==> config.mk <==
export PLATFORM = sky130hd
export DESIGN_NAME = bsc_top
export DESIGN_NICKNAME = d
export VERILOG_FILES = /design/src/hw/bsc_pkg.sv /design/src/hw/bsc_decode.sv /design/src/hw/bsc_state.sv /design/src/hw/bsc_alu.sv /design/src/hw/bsc_ctrl.sv /design/src/hw/bsc_rf_if.sv /design/src/hw/bsc_top.sv
export VERILOG_INCLUDE_DIRS = /design/src /design/src/include
export SDC_FILE = /design/constraint.sdc
export NUM_CORES = 1
export LEC_CHECK = 0
export BUFFER_PORTS_ARGS = -buffer_cell sky130_fd_sc_hd__buf_2
export CAP_MARGIN = 15
export CORE_ASPECT_RATIO = 1.1
export CORE_MARGIN = 4
export CORE_UTILIZATION = 40
export DETAILED_ROUTE_END_ITERATION = 8
export GPL_ROUTABILITY_DRIVEN = 0
export SLEW_MARGIN = 20
export SYNTH_ARGS = -nofsm -noshare
export SYNTH_HDL_FRONTEND = slang
export SYNTH_SLANG_ARGS = --single-unit
==> constraint.sdc <==
create_clock -name clk -period 4.28 [get_ports clk]
set_input_delay 0.642 -clock clk [delete_from_list [all_inputs] [get_ports clk]]
set_output_delay 0.642 -clock clk [all_outputs]
set_load 0.02 [all_outputs]
==> src/include/bsc_macros.svh <==
`ifndef BSC_MACROS_SVH
`define BSC_MACROS_SVH

// Word and bit counter widths
`define BSC_XLEN     32
`define BSC_CNT_W    5

// First fetch address after reset
`define BSC_RESET_PC 32'h0000_0000

// Major opcodes in bits [6:0] of the instruction
`define BSC_OP_LUI   7'b0110111
`define BSC_OP_AUIPC 7'b0010111
`define BSC_OP_JAL   7'b1101111
`define BSC_OP_IMM   7'b0010011
`define BSC_OP_REG   7'b0110011

`endif

==> src/hw/bsc_pkg.sv <==
`default_nettype none

`include "bsc_macros.svh"

package bsc_pkg;

   typedef logic [`BSC_XLEN-1:0]  word_t;
   typedef logic [4:0]            reg_addr_t;
   typedef logic [`BSC_CNT_W-1:0] cnt_t;
   typedef logic [1:0]            bool_op_t;
   typedef logic [1:0]            rd_src_t;

   // Logic unit selector
   localparam bool_op_t BOOL_ADD = 2'b00;
   localparam bool_op_t BOOL_XOR = 2'b01;
   localparam bool_op_t BOOL_OR  = 2'b10;
   localparam bool_op_t BOOL_AND = 2'b11;

   // Write-back source
   localparam rd_src_t RD_SRC_ALU = 2'b00;
   localparam rd_src_t RD_SRC_IMM = 2'b01;
   localparam rd_src_t RD_SRC_PC  = 2'b10;

   typedef struct packed {
      logic     sub;
      bool_op_t bool_op;
      logic     op_b_imm;
      rd_src_t  rd_src;
      logic     rd_wen;
      logic     jump;
      logic     pc_rel_rd;
   } dec_ctrl_t;

   typedef enum logic [1:0] {
      ST_FETCH   = 2'd0,
      ST_RF_REQ  = 2'd1,
      ST_RF_WAIT = 2'd2,
      ST_EXEC    = 2'd3
   } seq_state_e;

endpackage

`default_nettype wire

==> src/hw/bsc_decode.sv <==
`timescale 1ns/1ps
`default_nettype none

`include "bsc_macros.svh"

module bsc_decode (
   input  wire                 clk,
   input  wire                 i_rst_n,
   input  wire bsc_pkg::word_t i_ibus_rdt,
   input  wire                 i_ibus_ack,
   input  wire                 i_cnt_en,
   output bsc_pkg::dec_ctrl_t  o_ctrl,
   output bsc_pkg::reg_addr_t  o_rs1,
   output bsc_pkg::reg_addr_t  o_rs2,
   output bsc_pkg::reg_addr_t  o_rd,
   output logic                o_imm_bit
);
   import bsc_pkg::*;

   logic [6:0] opcode;
   logic [2:0] funct3;
   logic       alt_op;
   logic       alu_f3;
   bool_op_t   f3_bool;
   logic       writes;
   dec_ctrl_t  ctrl_d;
   word_t      imm_d;
   word_t      imm_q;

   assign opcode = i_ibus_rdt[6:0];
   assign funct3 = i_ibus_rdt[14:12];
   assign alt_op = i_ibus_rdt[30];

   // Only ADD/SUB, XOR, OR and AND are kept from the ALU groups
   assign alu_f3 = (funct3 == 3'b000) || (funct3 == 3'b100) ||
                   (funct3 == 3'b110) || (funct3 == 3'b111);

   always_comb begin
      case (funct3)
         3'b100:  f3_bool = BOOL_XOR;
         3'b110:  f3_bool = BOOL_OR;
         3'b111:  f3_bool = BOOL_AND;
         default: f3_bool = BOOL_ADD;
      endcase
   end

   always_comb begin
      ctrl_d = '0;
      writes = 1'b0;
      // I-type by default
      imm_d = {{20{i_ibus_rdt[31]}}, i_ibus_rdt[31:20]};
      case (opcode)
         `BSC_OP_REG: begin
            writes         = alu_f3;
            ctrl_d.sub     = (funct3 == 3'b000) && alt_op;
            ctrl_d.bool_op = f3_bool;
            ctrl_d.rd_src  = RD_SRC_ALU;
         end
         `BSC_OP_IMM: begin
            writes          = alu_f3;
            ctrl_d.op_b_imm = 1'b1;
            ctrl_d.bool_op  = f3_bool;
            ctrl_d.rd_src   = RD_SRC_ALU;
         end
         `BSC_OP_LUI: begin
            writes        = 1'b1;
            ctrl_d.rd_src = RD_SRC_IMM;
            imm_d         = {i_ibus_rdt[31:12], 12'b0};
         end
         `BSC_OP_AUIPC: begin
            writes           = 1'b1;
            ctrl_d.rd_src    = RD_SRC_PC;
            ctrl_d.pc_rel_rd = 1'b1;
            imm_d            = {i_ibus_rdt[31:12], 12'b0};
         end
         `BSC_OP_JAL: begin
            writes        = 1'b1;
            ctrl_d.rd_src = RD_SRC_PC;
            ctrl_d.jump   = 1'b1;
            imm_d         = {{12{i_ibus_rdt[31]}}, i_ibus_rdt[19:12], i_ibus_rdt[20],
                             i_ibus_rdt[30:21], 1'b0};
         end
         default: begin
         end
      endcase
      ctrl_d.rd_wen = writes && (i_ibus_rdt[11:7] != '0);
   end

   always_ff @(posedge clk) begin
      if (!i_rst_n) begin
         o_ctrl <= '0;
      end else if (i_ibus_ack) begin
         o_ctrl <= ctrl_d;
      end
   end

   // Register fields and the immediate that shifts out LSB first
   always_ff @(posedge clk) begin
      if (i_ibus_ack) begin
         o_rs1 <= i_ibus_rdt[19:15];
         o_rs2 <= i_ibus_rdt[24:20];
         o_rd  <= i_ibus_rdt[11:7];
         imm_q <= imm_d;
      end else if (i_cnt_en) begin
         imm_q <= {imm_q[`BSC_XLEN-1], imm_q[`BSC_XLEN-1:1]};
      end
   end

   assign o_imm_bit = imm_q[0];

endmodule

`default_nettype wire

==> src/hw/bsc_state.sv <==
`timescale 1ns/1ps
`default_nettype none

`include "bsc_macros.svh"

module bsc_state (
   input  wire           clk,
   input  wire           i_rst_n,
   input  wire           i_ibus_ack,
   input  wire           i_rf_ready,
   output logic          o_ibus_cyc,
   output logic          o_rf_start,
   output logic          o_cnt_en,
   output bsc_pkg::cnt_t o_cnt
);
   import bsc_pkg::*;

   seq_state_e state_q;
   seq_state_e state_d;
   cnt_t       cnt_q;
   logic       cnt_done;

   assign cnt_done = (cnt_q == cnt_t'(`BSC_XLEN - 1));

   always_comb begin
      state_d = state_q;
      case (state_q)
         ST_FETCH: begin
            if (i_ibus_ack) begin
               state_d = ST_RF_REQ;
            end
         end
         ST_RF_REQ: begin
            state_d = ST_RF_WAIT;
         end
         ST_RF_WAIT: begin
            if (i_rf_ready) begin
               state_d = ST_EXEC;
            end
         end
         ST_EXEC: begin
            if (cnt_done) begin
               state_d = ST_FETCH;
            end
         end
         default: begin
            state_d = ST_FETCH;
         end
      endcase
   end

   always_ff @(posedge clk) begin
      if (!i_rst_n) begin
         state_q <= ST_FETCH;
         cnt_q   <= '0;
      end else begin
         state_q <= state_d;
         // Counter restarts when the operands become available
         if (state_q == ST_RF_WAIT && i_rf_ready) begin
            cnt_q <= '0;
         end else if (state_q == ST_EXEC) begin
            cnt_q <= cnt_q + cnt_t'(1);
         end
      end
   end

   assign o_ibus_cyc = (state_q == ST_FETCH);
   assign o_rf_start = (state_q == ST_RF_REQ);
   assign o_cnt_en   = (state_q == ST_EXEC);
   assign o_cnt      = cnt_q;

endmodule

`default_nettype wire

==> src/hw/bsc_alu.sv <==
`timescale 1ns/1ps
`default_nettype none

module bsc_alu (
   input  wire                     clk,
   input  wire                     i_rst_n,
   input  wire                     i_cnt_en,
   input  wire bsc_pkg::cnt_t      i_cnt,
   input  wire bsc_pkg::dec_ctrl_t i_ctrl,
   input  wire                     i_rs1,
   input  wire                     i_rs2,
   input  wire                     i_imm_bit,
   output logic                    o_rd
);
   import bsc_pkg::*;

   logic op_b;
   logic op_b_add;
   logic carry_in;
   logic carry_q;
   logic sum;

   assign op_b     = i_ctrl.op_b_imm ? i_imm_bit : i_rs2;
   // Two's complement subtract inverts b and carries in a one
   assign op_b_add = op_b ^ i_ctrl.sub;
   assign carry_in = (i_cnt == '0) ? i_ctrl.sub : carry_q;
   assign sum      = i_rs1 ^ op_b_add ^ carry_in;

   always_ff @(posedge clk) begin
      if (!i_rst_n) begin
         carry_q <= 1'b0;
      end else if (i_cnt_en) begin
         carry_q <= (i_rs1 & op_b_add) | (carry_in & (i_rs1 ^ op_b_add));
      end
   end

   always_comb begin
      case (i_ctrl.bool_op)
         BOOL_XOR: o_rd = i_rs1 ^ op_b;
         BOOL_OR:  o_rd = i_rs1 | op_b;
         BOOL_AND: o_rd = i_rs1 & op_b;
         default:  o_rd = sum;
      endcase
   end

endmodule

`default_nettype wire

==> src/hw/bsc_ctrl.sv <==
`timescale 1ns/1ps
`default_nettype none

`include "bsc_macros.svh"

module bsc_ctrl #(
   parameter bsc_pkg::word_t RESET_PC = `BSC_RESET_PC
) (
   input  wire                     clk,
   input  wire                     i_rst_n,
   input  wire                     i_cnt_en,
   input  wire bsc_pkg::cnt_t      i_cnt,
   input  wire bsc_pkg::dec_ctrl_t i_ctrl,
   input  wire                     i_imm_bit,
   output bsc_pkg::word_t          o_ibus_adr,
   output logic                    o_rd
);
   import bsc_pkg::*;

   word_t pc_q;
   logic  pc_bit;
   logic  cnt0;
   logic  four_bit;
   logic  pc4_cin;
   logic  pc4_c_q;
   logic  pc4;
   logic  pcimm_cin;
   logic  pcimm_c_q;
   logic  pcimm;
   logic  next_bit;

   assign pc_bit = pc_q[0];
   assign cnt0   = (i_cnt == '0);

   // pc + 4 with a constant one at bit 2
   assign four_bit = (i_cnt == cnt_t'(2));
   assign pc4_cin  = cnt0 ? 1'b0 : pc4_c_q;
   assign pc4      = pc_bit ^ four_bit ^ pc4_cin;

   // pc + immediate
   assign pcimm_cin = cnt0 ? 1'b0 : pcimm_c_q;
   assign pcimm     = pc_bit ^ i_imm_bit ^ pcimm_cin;

   assign next_bit = i_ctrl.jump ? pcimm : pc4;
   assign o_rd     = i_ctrl.pc_rel_rd ? pcimm : pc4;

   // PC rotates LSB first and new bits enter at the top
   always_ff @(posedge clk) begin
      if (!i_rst_n) begin
         pc_q      <= RESET_PC;
         pc4_c_q   <= 1'b0;
         pcimm_c_q <= 1'b0;
      end else if (i_cnt_en) begin
         pc_q      <= {next_bit, pc_q[`BSC_XLEN-1:1]};
         pc4_c_q   <= (pc_bit & four_bit) | (pc4_cin & (pc_bit ^ four_bit));
         pcimm_c_q <= (pc_bit & i_imm_bit) | (pcimm_cin & (pc_bit ^ i_imm_bit));
      end
   end

   assign o_ibus_adr = pc_q;

endmodule

`default_nettype wire

==> src/hw/bsc_rf_if.sv <==
`timescale 1ns/1ps
`default_nettype none

module bsc_rf_if (
   input  wire                     clk,
   input  wire                     i_rst_n,
   input  wire                     i_rf_start,
   input  wire                     i_cnt_en,
   input  wire bsc_pkg::dec_ctrl_t i_ctrl,
   input  wire bsc_pkg::reg_addr_t i_rs1,
   input  wire bsc_pkg::reg_addr_t i_rs2,
   input  wire bsc_pkg::reg_addr_t i_rd,
   input  wire                     i_alu_rd,
   input  wire                     i_imm_bit,
   input  wire                     i_ctrl_rd,
   output logic                    o_rf_rreq,
   output bsc_pkg::reg_addr_t      o_rreg0,
   output bsc_pkg::reg_addr_t      o_rreg1,
   output logic                    o_rf_wen,
   output bsc_pkg::reg_addr_t      o_wreg,
   output logic                    o_wdata
);
   import bsc_pkg::*;

   always_ff @(posedge clk) begin
      if (!i_rst_n) begin
         o_rf_rreq <= 1'b0;
      end else begin
         o_rf_rreq <= i_rf_start;
      end
   end

   // Read addresses stay put through the whole execution
   always_ff @(posedge clk) begin
      if (i_rf_start) begin
         o_rreg0 <= i_rs1;
         o_rreg1 <= i_rs2;
      end
   end

   assign o_rf_wen = i_cnt_en & i_ctrl.rd_wen;
   assign o_wreg   = i_rd;

   always_comb begin
      case (i_ctrl.rd_src)
         RD_SRC_IMM: o_wdata = i_imm_bit;
         RD_SRC_PC:  o_wdata = i_ctrl_rd;
         default:    o_wdata = i_alu_rd;
      endcase
   end

endmodule

`default_nettype wire

==> src/hw/bsc_top.sv <==
`timescale 1ns/1ps
`default_nettype none

`include "bsc_macros.svh"

module bsc_top #(
   parameter bsc_pkg::word_t RESET_PC = `BSC_RESET_PC
) (
   input  wire                 clk,
   input  wire                 i_rst_n,
   // Instruction bus
   output bsc_pkg::word_t      o_ibus_adr,
   output logic                o_ibus_cyc,
   input  wire bsc_pkg::word_t i_ibus_rdt,
   input  wire                 i_ibus_ack,
   // Register file read port
   output logic                o_rf_rreq,
   output bsc_pkg::reg_addr_t  o_rreg0,
   output bsc_pkg::reg_addr_t  o_rreg1,
   input  wire                 i_rf_ready,
   input  wire                 i_rdata0,
   input  wire                 i_rdata1,
   // Register file write port
   output logic                o_rf_wen,
   output bsc_pkg::reg_addr_t  o_wreg,
   output logic                o_wdata
);
   import bsc_pkg::*;

   dec_ctrl_t ctrl;
   reg_addr_t rs1_addr;
   reg_addr_t rs2_addr;
   reg_addr_t rd_addr;
   logic      imm_bit;
   logic      rf_start;
   logic      cnt_en;
   cnt_t      cnt;
   logic      alu_rd;
   logic      ctrl_rd;

   bsc_decode decode (
      .clk        (clk),
      .i_rst_n    (i_rst_n),
      .i_ibus_rdt (i_ibus_rdt),
      .i_ibus_ack (i_ibus_ack),
      .i_cnt_en   (cnt_en),
      .o_ctrl     (ctrl),
      .o_rs1      (rs1_addr),
      .o_rs2      (rs2_addr),
      .o_rd       (rd_addr),
      .o_imm_bit  (imm_bit)
   );

   bsc_state state (
      .clk        (clk),
      .i_rst_n    (i_rst_n),
      .i_ibus_ack (i_ibus_ack),
      .i_rf_ready (i_rf_ready),
      .o_ibus_cyc (o_ibus_cyc),
      .o_rf_start (rf_start),
      .o_cnt_en   (cnt_en),
      .o_cnt      (cnt)
   );

   bsc_alu alu (
      .clk       (clk),
      .i_rst_n   (i_rst_n),
      .i_cnt_en  (cnt_en),
      .i_cnt     (cnt),
      .i_ctrl    (ctrl),
      .i_rs1     (i_rdata0),
      .i_rs2     (i_rdata1),
      .i_imm_bit (imm_bit),
      .o_rd      (alu_rd)
   );

   bsc_ctrl #(
      .RESET_PC (RESET_PC)
   ) pc_ctrl (
      .clk        (clk),
      .i_rst_n    (i_rst_n),
      .i_cnt_en   (cnt_en),
      .i_cnt      (cnt),
      .i_ctrl     (ctrl),
      .i_imm_bit  (imm_bit),
      .o_ibus_adr (o_ibus_adr),
      .o_rd       (ctrl_rd)
   );

   bsc_rf_if rf_if (
      .clk        (clk),
      .i_rst_n    (i_rst_n),
      .i_rf_start (rf_start),
      .i_cnt_en   (cnt_en),
      .i_ctrl     (ctrl),
      .i_rs1      (rs1_addr),
      .i_rs2      (rs2_addr),
      .i_rd       (rd_addr),
      .i_alu_rd   (alu_rd),
      .i_imm_bit  (imm_bit),
      .i_ctrl_rd  (ctrl_rd),
      .o_rf_rreq  (o_rf_rreq),
      .o_rreg0    (o_rreg0),
      .o_rreg1    (o_rreg1),
      .o_rf_wen   (o_rf_wen),
      .o_wreg     (o_wreg),
      .o_wdata    (o_wdata)
   );

endmodule

`default_nettype wire

# --- Word-level counts from Yosys, hierarchy flattened ---
# Cells that the tools add are included.
# W data, S select, Z words.
word_totals:
  register_bits: 109
  input_bits: 38
  out_inout_bits: 51
  word_cells: 104
classes:
  add_sub_neg: 1
  eq_ne: 21
  mux: 23
  bitwise_logic: 21
  reduce_logical: 17
ops:
  columns: ["op", "count"]
  rows:
  - ["$pmux W31 S2", 1]
  - ["$mux W32", 1]
  - ["$mux W31", 1]
  - ["$eq A7 B5 Y1 const B", 2]
  - ["$eq A7 B6 Y1 const B", 2]
  - ["$eq A2 B2 Y1 const B", 5]
  - ["$mux W1", 10]
  - ["$eq A3 B3 Y1 const B", 3]
  - ["$and A1 B1 Y1", 8]
  - ["$mux W2", 4]
  - ["$pmux W2 S4", 1]
  - ["$reduce_or A2 Y1", 4]
  - ["$xor A1 B1 Y1", 8]
  - ["$eq A7 B7 Y1 const B", 1]
  - ["$eq A2 B1 Y1 const B", 3]
  - ["$pmux W2 S3", 1]
  - ["$add A5 B1 Y5 const B", 1]
  - ["$eq A5 B2 Y1 const B", 1]
  - ["$eq A5 B5 Y1 const B", 1]
  - ["$logic_not A5 Y1", 1]
  - ["$reduce_bool A5 Y1", 1]
  - ["$ne A2 B2 Y1 const B", 2]
  - ["$or A1 B1 Y1", 4]
  - ["$pmux W1 S2", 2]
  - ["11 further kinds", 15]

# --- Depth between registers and ports, before layout ---
# Gate-level depths: netlist of run 1.
logic_depth:
  ltp_word: 6
  depth_mapped: 8

# --- Modules after synthesis ---
# From an unflattened synthesis of run 1, not the netlist that was laid out.
unflattened:
  cells_unflattened: 400
  area_unflattened_um2: 4769.6
by_module_without_submodules:
  columns: ["mod", "n_inst", "cells_per_inst", "area_each_um2", "seq_area_each_um2"]
  rows:
  - ["bsc_decode", 1, 199, 2401.1, 1591.5]
  - ["bsc_ctrl", 1, 121, 1388.8, 680.7]
  - ["bsc_rf_if", 1, 25, 419.2, 320.3]
  - ["bsc_state", 1, 40, 404.1, 140.1]
  - ["bsc_alu", 1, 15, 156.4, 20.0]

# --- Worst setup path before layout of run 1 ---
# OpenSTA, ideal clock, no wires.
synth_timing:
  path_type: "input -> output"
  from: "input i_rdata1"
  to: "output o_wdata"
  arrival_time_ps: 2121
  t_required_ps: 3638
  setup_slack_ps: 1517
  path_stages: 6
  cell_sequence: "mux2i_1 > xnor2_1 > fa_1 > mux4_2 > nor2b_1 > nor2_1"
synth_between:
  elab_chain_len: 6
  elab_cells_between_ends: 9
synth_lines:
  columns: ["element", "line_no", "text"]
  rows:
  - ["start, declared", "bsc_top.sv:22", "input wire i_rdata1,"]
  - ["$mux W1 (*)", "bsc_alu.sv:23", "assign op_b = i_ctrl.op_b_imm ? i_imm_bit : i_rs2;"]
  - ["$xor A1 B1 Y1", "bsc_alu.sv:25", "assign op_b_add = op_b ^ i_ctrl.sub;"]
  - ["$xor A1 B1 Y1 (2 in a row)", "bsc_alu.sv:27", "assign sum = i_rs1 ^ op_b_add ^ carry_in;"]
  - ["$pmux W1 S3 (*)", "bsc_alu.sv:38", "case (i_ctrl.bool_op)"]
  - ["$pmux W1 S2 (*)", "bsc_rf_if.sv:45", "case (i_ctrl.rd_src)"]
  - ["end, declared", "bsc_top.sv:26", "output logic o_wdata"]
# Mark *: on every way between the ends. The rest lies on a longest branch, timed or not.

# --- Worst setup path in the final report of run 1 ---
layout_timing:
  from: "register state.cnt_q[2] (netlist: state.o_cnt[2])"
  to: "output o_wdata"
layout_between:
  elab_chain_len: 5
  elab_cells_between_ends: 12
layout_lines:
  columns: ["element", "line_no", "text"]
  rows:
  - ["start, declared", "bsc_state.sv:20", "cnt_t cnt_q;"]
  - ["start signal, assigned", "bsc_state.sv:62", "cnt_q <= cnt_q + cnt_t'(1);"]
  - ["$logic_not A5 Y1 or $eq A5 B2 Y1 (tied branches)", "bsc_alu.sv:26, bsc_ctrl.sv:33, bsc_ctrl.sv:36", null]
  - ["$mux W1, or another cell as far along", "bsc_alu.sv:26", "assign carry_in = (i_cnt == '0) ? i_ctrl.sub : carry_q;"]
  - ["$xor A1 B1 Y1, on equally long branches", "bsc_alu.sv:27, bsc_ctrl.sv:38, bsc_ctrl.sv:42", null]
  - ["$pmux W1 S3 or $mux W1 (tied branches)", "bsc_alu.sv:38, bsc_ctrl.sv:45", null]
  - ["$pmux W1 S2 (*)", "bsc_rf_if.sv:45", null]
# Marked as above.

==> flow_metrics.env, run 1 <==
export IMPL_outcome="finished, final reports clean"
export IMPL_finalWorstPathRequiredPeriod_ps=3363
export IMPL_power_frac_comb=0.155
export IMPL_grt_use_total=0.1381
export IMPL_vias=3052
export IMPL_hold_viol=0
export IMPL_cp_startpoint="state.o_cnt[2]$_SDFFE_PP0P_"
export IMPL_ys_warnings_count=0
export IMPL_routed_wl_um=9150
export IMPL_synthCells=386
export IMPL_switchingPower_mw=0.6302
export IMPL_cp_depth=8
export IMPL_critPathMaxStageDelay_ps=450
export IMPL_ioPinCount=89
export IMPL_grt_overflow_total=0
export IMPL_port_buffers=88
export IMPL_hold_depth=0
export IMPL_hp_class="reg -> reg"
export IMPL_drive_gt1_frac=0.2617
export IMPL_detail_route_wl_per_cell_um=14.73
export IMPL_clock_skew_final_ps=4.758
export IMPL_swShare=0.2645
export IMPL_crit_path_end_kind="output pin"
export IMPL_r2r_slack_ps=2430
export IMPL_pwr_share_seq=0.525
export IMPL_yosysSeqAreaShare=0.5840
export IMPL_met3_usage=0.03676
export IMPL_use_met1=0.1744
export IMPL_finalSetupViolations=0
export IMPL_cts_tree="yes"
export IMPL_maxSlewViolCount=0
export IMPL_cts_htree_levels=3
export IMPL_row_count=41
export IMPL_power_internal_mw=1.752
export IMPL_ys_ff_latch=109
export IMPL_globalRouteMet2Util=0.2323
export IMPL_power_density_nw_per_um2=431.8
export IMPL_critPathLaunchType="register"
export IMPL_drc=0
export IMPL_crit_fanout=4
export IMPL_path_clk_slew_ps=70
export IMPL_fmax_mhz=297.3
export IMPL_grt_pass1_vias=3033
export IMPL_r2r_end="pc_ctrl.o_ibus_adr[31]$_SDFFE_PN0P_"
export IMPL_grt_busiest_layer="met2"
export IMPL_die_height_um=121.9
export IMPL_cts_inserted_buffers=9
export IMPL_initial_core_util=0.4102
export IMPL_crit_family="multiplexers"
export IMPL_grt_pass1_wl_um=15050
export IMPL_crit_buf_inv=1
export IMPL_tightest_slew_ps=808.7
export IMPL_power_frac_clock=0.320
export IMPL_clock_latency_ps=340
export IMPL_crit_end="o_wdata"
export IMPL_final_common_cell="buf_2"
export IMPL_first_pass_iters=4
export IMPL_rr_worst_depth=8
export IMPL_cts_resized_gates=0
export IMPL_synth_area_um2=4713
export IMPL_cts_hold_buf=0
export IMPL_crit_path_cell_trace="nor3_1, and2_1, mux2_2, fa_1, mux4_2, nor2b_1, nor2_1, buf_2"
export IMPL_fill_cells=1093
export IMPL_postCtsSetupBuffers=0
export IMPL_grt_max_degree=50
export IMPL_dp_hpwl_um=6420
export IMPL_crit_type="reg -> out"
export IMPL_fin_area_um2=5518
export IMPL_finalCritPeriodShare=0.7858
export IMPL_ir_drop_mv=0.2664
export IMPL_fin_nets=518
export IMPL_clock_sinks=109
export IMPL_grt_antenna_before_repair=0
export IMPL_final_cell_mix="buf_2 (88), edfxtp_1 (57), dfxtp_1 (52)"
export IMPL_syn2layout_area_growth_pct=17.07
export IMPL_dpl_cell_area_um2=5248
export IMPL_fp_coreArea_um2=11490
export IMPL_reg2reg_from="state.o_cnt[0]$_SDFFE_PP0P_"
export IMPL_cts_buffer_depth=2
export IMPL_die_area_um2=13590
export IMPL_rsz0062_at_grt="false"
export IMPL_synth_area_per_cell_um2=12.21
export IMPL_slowest_stage="mux4_2"
export IMPL_arrival_ps=2720
export IMPL_worst_slew_margin_rel=0.4588
export IMPL_postRouteAntennaNets=0
export IMPL_tns_ps=0
export IMPL_root_buffer="clkbuf_16"
export IMPL_syn_num_nets=439
export IMPL_detail_route_vias_per_cell=4.915
export IMPL_whs_ps=421.3
export IMPL_maxCapViolCount=0
export IMPL_critPathRequiredTime_ps=3640
export IMPL_synth_cell_types=46
export IMPL_power_leakage_nw=2.127
export IMPL_dr_first_iter_drc_count=91
export IMPL_die_w_um=111.5
## metal layers
metal,share of wire,vias to the layer above
met5,0,-
met1,0.44,1462
met3,0.048,7
li1,-,1519
met4,0.0078,0
met2,0.50,64
## sequential cells by signal (all words and copies together), names as in the netlist
name and cells:
pc_ctrl.pc4_c_q 1, rf_if.o_rf_rreq 1, decode.o_rd 5, state.state_q 2
decode.o_rs2 5, decode.imm_q 32, decode.o_ctrl 9, rf_if.o_rreg0 5
rf_if.o_rreg1 5, decode.o_rs1 5, pc_ctrl.pcimm_c_q 1, state.o_cnt 5
pc_ctrl.o_ibus_adr 32, alu.carry_q 1
## through the flow
stage / worst slack (ps) / cells / util / total power [mW]
3_3_place_gp: 1275 / 604 / 0.4567 / 1.639
6_report: 916.9 / 621 / 0.4802 / 2.383
3_5_place_dp: 1222 / 604 / 0.4567 / 1.651
5_1_grt: 751.1 / 620 / 0.4800 / 2.501
2_1_floorplan: 1517 / 386 / - / 1.532
4_1_cts: 883.1 / 620 / 0.4800 / 2.417
## cell usage after synthesis, drive strengths merged
library cell  number  area share
nand4              3      0.0040
and3               1      0.0013
dfxtp             52        0.22
and2               6      0.0080
xor2               2      0.0037
mux2i             40       0.085
ha                12       0.032
o2bb2ai           11       0.020
o211a              1      0.0021
mux2               2      0.0048
or2                2      0.0027
a21oi              5      0.0053
nor4               1      0.0013
nand2b             2      0.0027
or3b               1      0.0024
o221ai            11       0.034
a31oi              2      0.0027
o211ai             1      0.0016
nor3               4      0.0053
o31ai              1      0.0016
o22ai              1      0.0013
nand4b             1      0.0019
xnor2              3      0.0056
clkbuf            10      0.0080
o21a               1      0.0016
edfxtp            57        0.36
buf               13       0.017
o21ai              2      0.0021
mux4               1      0.0048
a221oi             2      0.0037
inv               24       0.019
nor2              11      0.0088
fa                 3       0.013
or4                1      0.0016
nand2             31       0.025
a21boi             3      0.0048
nor2b             43       0.057
nand3             19       0.020
## worst min path at each step
stage	to	startpoint	slack, ps
3_3_place_gp	rf_if.o_rreg0[3]$_DFFE_PP_	decode.o_rs1[3]$_DFFE_PP_	400
6_report	rf_if.o_rreg0[0]$_DFFE_PP_	decode.o_rs1[0]$_DFFE_PP_	420
2_1_floorplan	rf_if.o_rreg0[0]$_DFFE_PP_	decode.o_rs1[0]$_DFFE_PP_	400
5_1_grt	rf_if.o_rreg1[4]$_DFFE_PP_	decode.o_rs2[4]$_DFFE_PP_	440
4_1_cts	rf_if.o_rreg0[1]$_DFFE_PP_	decode.o_rs1[1]$_DFFE_PP_	420
3_5_place_dp	rf_if.o_rreg0[1]$_DFFE_PP_	decode.o_rs1[1]$_DFFE_PP_	410
## area by class of cell
cell class	count	area (um^2)	area share
repair buffers	91	462.9	0.08390
flip-flops and latches	109	2753	0.4989
multi-input cells	230	1754	0.3179
clock buffers	11	232.7	0.04218
diodes	1	2.502	0.0004535
inverters	24	90.09	0.01633
clock inverters	5	35.03	0.006349
well taps	150	187.7	0.03401
## cell families (layout without fill, tap and decap cells)
logic type / Yosys count / in the layout / share of synthesized area
AO/OA/AOI/OAI: 41 / 41 / 0.08097
XOR/XNOR: 5 / 5 / 0.009293
adder cells (fa/ha/maj): 15 / 15 / 0.04460
buffers and inverters: 47 / 131 / 0.04433
flip-flops: 109 / 109 / 0.5840
multiplexers: 43 / 43 / 0.09450
other: 0 / 1 / 0
AND/OR/NAND/NOR: 126 / 126 / 0.1423
## power by group through the flow
stage	Clock (mW)	Sequential (mW)	Combinational, mW
6_report	0.763	1.25	0.369
3_5_place_dp	0	1.28	0.376
2_1_floorplan	0	1.31	0.221
5_1_grt	0.830	1.26	0.409
3_3_place_gp	0	1.27	0.368
4_1_cts	0.788	1.25	0.377
Power figures use the tool's default switching activity.
==> inputs of run 2 (changes only) <==
==> constraint.sdc (replaced) <==
create_clock -name clk -period 3.2 [get_ports clk]
set_input_delay 0.48 -clock clk [delete_from_list [all_inputs] [get_ports clk]]
set_output_delay 0.48 -clock clk [all_outputs]
set_load 0.02 [all_outputs]
==> run 2 against run 1 <==
  * Wire length is essentially flat
  * Via count decreased by 0.79%
  * Sequential cell count unchanged
  * Global-route usage up 0.087 points
  * Cell count unchanged
  * Count of clock-buffer cells in the layout fell by 2
  * Worst hold slack got worse by 94 ps
  * Highest routed layer unchanged
  * Critical endpoint unchanged
==> flow_metrics.env, run 2 (synthesis results as in run 1) <==
export IMPL_clock_latency_ps=350
export IMPL_r2r_slack_ps=1380
export IMPL_cts_inserted_buffers=9
export IMPL_n_antenna_cell=0
export IMPL_fin_nets=519
export IMPL_crit_path_cell_trace="nor3_2, and2_4, mux2_2, fa_1, mux4_2, nor2b_1, nor2_1, buf_2"
export IMPL_crit_type="reg -> out"
export IMPL_grt_antenna_before_repair=0
export IMPL_cts_htree_levels=3
export IMPL_grt_overflow_total=0
export IMPL_ioPinCount=89
export IMPL_clock_sinks=109
export IMPL_arrival_ps=2600
export IMPL_detail_route_wl_per_cell_um=14.74
export IMPL_final_cell_mix="buf_2 (88), edfxtp_1 (57), dfxtp_1 (49)"
export IMPL_syn2layout_area_growth_pct=18.24
export IMPL_clock_skew_final_ps=7.169
export IMPL_drc=0
export IMPL_tightest_slew_ps=745.8
export IMPL_grt_pass1_vias=3060
export IMPL_die_w_um=111.5
export IMPL_rsz0062_at_grt="false"
export IMPL_fmax_mhz=325.2
export IMPL_ir_drop_mv=0.3330
export IMPL_maxCapViolCount=0
export IMPL_power_density_nw_per_um2=592.5
export IMPL_outcome="finished, final reports clean"
export IMPL_port_buffers=88
export IMPL_path_clk_slew_ps=80
export IMPL_finalSetupViolations=0
export IMPL_fill_cells=1065
export IMPL_rr_worst_depth=6
export IMPL_crit_family="multiplexers"
export IMPL_hold_depth=1
export IMPL_detail_route_vias_per_cell=4.876
export IMPL_slowest_stage="mux4_2"
export IMPL_first_pass_iters=4
export IMPL_cts_buffer_depth=2
export IMPL_hold_viol=0
export IMPL_holdPathEnd="decode.o_rs2[4]$_DFFE_PP_"
export IMPL_grt_use_total=0.1390
export IMPL_grt_pass1_wl_um=15060
export IMPL_root_buffer="clkbuf_16"
export IMPL_dr_first_iter_drc_count=119
export IMPL_reg2reg_from="state.state_q[0]$_SDFFE_PN0P_"
export IMPL_final_common_cell="buf_2"
export IMPL_power_leakage_nw=2.151
export IMPL_crit_path_end_kind="output pin"
export IMPL_register_area_um2=2756
export IMPL_layout_setup_ws_ps=124.6
export IMPL_cts_hold_buf=0
export IMPL_worst_slew_margin_rel=0.5028
export IMPL_routed_wl_um=9153
export IMPL_pre_cts_slack_ps=356.5
export IMPL_row_count=41
export IMPL_postRouteAntennaNets=0
export IMPL_hp_class="in -> reg"
export IMPL_crit_fanout=3
export IMPL_dp_hpwl_um=6385
export IMPL_grt_max_degree=51
export IMPL_tns_ps=0
export IMPL_cts_tree="yes"
export IMPL_multi_input_area_um2=1762
export IMPL_die_height_um=121.9
export IMPL_finalCritPeriodShare=0.9611
export IMPL_critPathLaunchType="register"
export IMPL_r2r_end="state.state_q[1]$_SDFFE_PN0P_"
export IMPL_min_from="i_ibus_rdt[24]"
export IMPL_maxSlewViolCount=0
export IMPL_cp_depth=8
export IMPL_crit_buf_inv=1
export IMPL_critPathRequiredTime_ps=2720
export IMPL_die_area_um2=13590
export IMPL_vias=3028
export IMPL_critPathMaxStageDelay_ps=460
export IMPL_initial_core_util=0.4102
export IMPL_fp_coreArea_um2=11490
export IMPL_drive_gt1_frac=0.2824
export IMPL_finalWorstPathRequiredPeriod_ps=3075
-- run 2: changes by cell type in the layout (fill, tap and decap cells not counted), moves of 2 or more --
cell / delta
dfxtp_2: +3
inv_8: +2
dfxtp_1: -3
clkbuf_1: -2
clkinvlp_4: +2
-- run 2: final cells by class --
type,count,area share
Sequential cell,109,0.4946
Multi-Input combinational cell,230,0.3161
Timing Repair Buffer,92,0.08442
Clock buffer,9,0.04041
Tap cell,150,0.03368
Inverter,24,0.01617
Clock inverter,7,0.01459
-- run 2: report_power, final --
group	switching, mW	internal [mW]
Sequential	0.0438	1.63
Combinational	0.309	0.184
Clock	0.517	0.620
Total	0.870	2.43
-- run 2: layer usage --
metal  GRT usage  wire length [um]  share of wire
met5           0                 0              0
met3     0.03279               377          0.041
met4     0.04791               120          0.013
met2      0.2360              4555           0.50
met1      0.1751              4099           0.45
-- run 2: repair_timing --
action / 4_1_cts / 5_1_grt
gates resized for setup: 1 / 5
pin swaps: 0 / 1
setup buffers: 0 / 0
endpoints found under the setup margin: 1 / 1
-- run 2: worst max path at each step --
stage                           startpoint       to  slack [ps]
2_1_floorplan  state.o_cnt[0]$_SDFFE_PP0P_  o_wdata         620
3_3_place_gp   state.o_cnt[2]$_SDFFE_PP0P_  o_wdata         390
3_5_place_dp   state.o_cnt[2]$_SDFFE_PP0P_  o_wdata         360
4_1_cts        state.o_cnt[0]$_SDFFE_PP0P_  o_wdata          20
5_1_grt        state.o_cnt[4]$_SDFFE_PP0P_  o_wdata          10
6_report       state.o_cnt[4]$_SDFFE_PP0P_  o_wdata         120
-- run 2: metrics by stage --
stage	cells	power (mW)	cell area, um^2	hold slack (ps)	util
5_1_grt	621	3.461	5573	319.0	0.4850
4_1_cts	621	3.344	5567	312.4	0.4844
6_report	621	3.302	5573	327.8	0.4850
3_3_place_gp	605	2.191	5255	401.1	0.4573
3_5_place_dp	605	2.206	5255	406.5	0.4573
2_1_floorplan	386	2.049	4713	400.3	-
==> inputs of run 3 (changes only) <==
--- a/config.mk
+++ b/config.mk
@@ -6,6 +6,7 @@
 export SDC_FILE = /design/constraint.sdc
 export NUM_CORES = 1
 export LEC_CHECK = 0
+export ABC_AREA = 1
 export BUFFER_PORTS_ARGS = -buffer_cell sky130_fd_sc_hd__buf_2
 export CAP_MARGIN = 15
 export CORE_ASPECT_RATIO = 1.1
@@ -13,7 +14,7 @@
 export CORE_UTILIZATION = 40
 export DETAILED_ROUTE_END_ITERATION = 8
 export GPL_ROUTABILITY_DRIVEN = 0
-export SLEW_MARGIN = 20
+export SLEW_MARGIN = 5
 export SYNTH_ARGS = -nofsm -noshare
 export SYNTH_HDL_FRONTEND = slang
 export SYNTH_SLANG_ARGS = --single-unit
==> run 3 against run 2 <==
  * Via count rose by 16%
  * Critical path depth increased by 2
  * Clock power grew 9.6%
  * Power grew 16%
==> flow_metrics.env, run 3 <==
export IMPL_outcome="finished, final reports clean"
export IMPL_synthCells=486
export IMPL_cts_resized_gates=0
export IMPL_cts_htree_levels=3
export IMPL_final_common_cell="nand2_1"
export IMPL_drive_gt1_frac=0.2028
export IMPL_maxCapViolCount=0
export IMPL_syn_num_nets=539
export IMPL_port_buffers=88
export IMPL_critPathMaxStageDelay_ps=510
export IMPL_p_total_mw=3.820
export IMPL_critPathLaunchType="register"
export IMPL_tns_ps=0
export IMPL_grt_pass1_vias=3496
export IMPL_slowest_stage="fa_1"
export IMPL_grt_max_degree=45
export IMPL_dpl_cell_area_um2=5156
export IMPL_use_met1=0.1904
export IMPL_power_frac_comb=0.193
export IMPL_grt_antenna_before_repair=1
export IMPL_syn2layout_area_growth_pct=18.68
export IMPL_grt_busiest_layer="met2"
export IMPL_clock_skew_final_ps=8.130
export IMPL_hp_class="in -> reg"
export IMPL_path_clk_slew_ps=70
export IMPL_crit_fanout=5
export IMPL_drc=0
export IMPL_cts_buffer_depth=2
export IMPL_grt_use_total=0.1557
export IMPL_routed_wl_um=9829
export IMPL_fill_cells=1073
export IMPL_power_density_nw_per_um2=695.3
export IMPL_crit_type="reg -> out"
export IMPL_synth_edf_count=57
export IMPL_rsz0062_at_grt="false"
export IMPL_dp_hpwl_um=6814
export IMPL_final_cell_mix="nand2_1 (112), buf_2 (88), nor2_1 (76)"
export IMPL_crit_path_cell_trace="inv_1, ha_1, nand3b_1, o21ai_0, fa_1, inv_1, o21ai_0, a21oi_1, o22ai_1, buf_2"
export IMPL_synth_area_um2=4629
export IMPL_power_internal_mw=2.720
export IMPL_die_height_um=120.8
export IMPL_tightest_slew_ps=676.5
export IMPL_power_frac_clock=0.328
export IMPL_vias=3501
export IMPL_detail_route_vias_per_cell=4.869
export IMPL_ir_drop_mv=0.3256
export IMPL_synthFlopType="edfxtp_1"
export IMPL_finalSetupViolations=0
export IMPL_crit_family="adder cells"
export IMPL_dr_first_iter_drc_count=172
export IMPL_arrival_ps=2450
export IMPL_yosys_top_cells_area="edfxtp_1 (37%), dfxtp_1 (22%), nand2_1 (9.1%), nor2_1 (6.2%), o21ai_0 (6.1%)"
export IMPL_synth_cell_types=36
export IMPL_cts_tree="yes"
export IMPL_root_buffer="clkbuf_16"
export IMPL_n_antenna_cell=0
export IMPL_grt_overflow_total=0
export IMPL_first_pass_iters=4
export IMPL_maxSlewViolCount=0
export IMPL_synth_top_cell_area_share=0.3697
export IMPL_globalRouteMet2Util=0.2492
export IMPL_yosysTopAreaCell="edfxtp_1"
export IMPL_hold_viol=0
export IMPL_register_area_um2=2753
export IMPL_switchingPower_mw=1.100
export IMPL_ys_warnings_count=0
export IMPL_met3_usage=0.05506
export IMPL_grt_pass1_wl_um=16730
export IMPL_fin_nets=620
export IMPL_fin_area_um2=5494
export IMPL_crit_path_end_kind="output pin"
export IMPL_whs_ps=324.5
export IMPL_synth_most_common_cell="nand2_1"
export IMPL_critPathRequiredTime_ps=2720
export IMPL_worst_slew_margin_rel=0.5490
export IMPL_ioPinCount=89
export IMPL_crit_buf_inv=3
export IMPL_multi_input_area_um2=1614
export IMPL_postRouteAntennaNets=0
export IMPL_fp_coreArea_um2=11110
export IMPL_postCtsSetupBuffers=0
export IMPL_finalCritPeriodShare=0.9154
export IMPL_ys_ff_latch=109
export IMPL_die_w_um=110.6
export IMPL_cts_hold_buf=0
export IMPL_clock_latency_ps=340
export IMPL_swShare=0.2879
export IMPL_power_leakage_nw=2.551
export IMPL_cts_inserted_buffers=9
export IMPL_synth_common_cells="nand2_1 (112), nor2_1 (76), edfxtp_1 (57)"
export IMPL_async_reset_ff_frac=0
export IMPL_detail_route_wl_per_cell_um=13.67
export IMPL_finalWorstPathRequiredPeriod_ps=2929
export IMPL_pwr_share_seq=0.479
export IMPL_initial_core_util=0.4167
export IMPL_die_area_um2=13360
export IMPL_synth_area_per_cell_um2=9.526
export IMPL_row_count=40
export IMPL_fmax_mhz=341.4
export IMPL_clock_sinks=109
export IMPL_yosysSeqAreaShare=0.5946
## run 3: final cells by class
| cell class | instances | share of cell area |
|---|---|---|
| Timing Repair Buffer | 93 | 0.08700 |
| Sequential cell | 109 | 0.5010 |
| Inverter | 34 | 0.02323 |
| Clock buffer | 9 | 0.04099 |
| Clock inverter | 7 | 0.02050 |
| Multi-Input combinational cell | 320 | 0.2938 |
| Tap cell | 147 | 0.03348 |
## run 3: worst reg2reg max path: cells and delay by family (launching register included)
family	cells	cell delay, ps
compound gates	2	310
fa+ha+maj	2	630
buf+inv	4	290
flops	1	340
simple gates	2	270
## run 3: layer usage
layer,up-vias,share of wire
li1,1771,-
met1,1623,0.45
met2,90,0.45
met3,15,0.081
met4,2,0.020
met5,-,0.0013
## run 3: final timing paths
check	depth (start not counted)	to	slack, ps	start
worst max register to register	10	pc_ctrl.o_ibus_adr[31]$_SDFFE_PN0P_	1330	state.o_cnt[0]$_SDFFE_PP0P_
worst min register to register	0	rf_if.o_rreg1[0]$_DFFE_PP_	420	decode.o_rs2[0]$_DFFE_PP_
worst min-delay path	1	decode.o_rs1[4]$_DFFE_PP_	320	i_ibus_rdt[19]
worst max-delay path	10	o_wdata	270	state.o_cnt[0]$_SDFFE_PP0P_
## run 3: metrics by stage
stage	util	setup WS, ps	cells
floorplan	-	726.6	486
global placement	0.4641	601.0	703
detailed placement	0.4641	515.7	703
CTS	0.4945	249.9	719
global route	0.4945	34.26	719
finish	0.4945	270.6	719
## run 3: power groups by stage
stage	Clock [mW]	Sequential, mW	Combinational [mW]
4_1_cts	1.29	1.83	0.754
3_5_place_dp	0	1.86	0.750
2_1_floorplan	0	2.01	0.343
5_1_grt	1.35	1.86	0.832
3_3_place_gp	0	1.85	0.735
6_report	1.25	1.83	0.738
## run 3: kinds of logic (layout without fill, tap and decap cells)
| family | Yosys count | count (layout) | synth area share |
|---|---|---|---|
| simple gates | 211 | 211 | 0.1895 |
| fa+ha+maj | 15 | 15 | 0.04541 |
| compound gates | 92 | 92 | 0.1100 |
| flops | 109 | 109 | 0.5946 |
| buf+inv | 57 | 143 | 0.05676 |
| xor+xnor | 2 | 2 | 0.003784 |
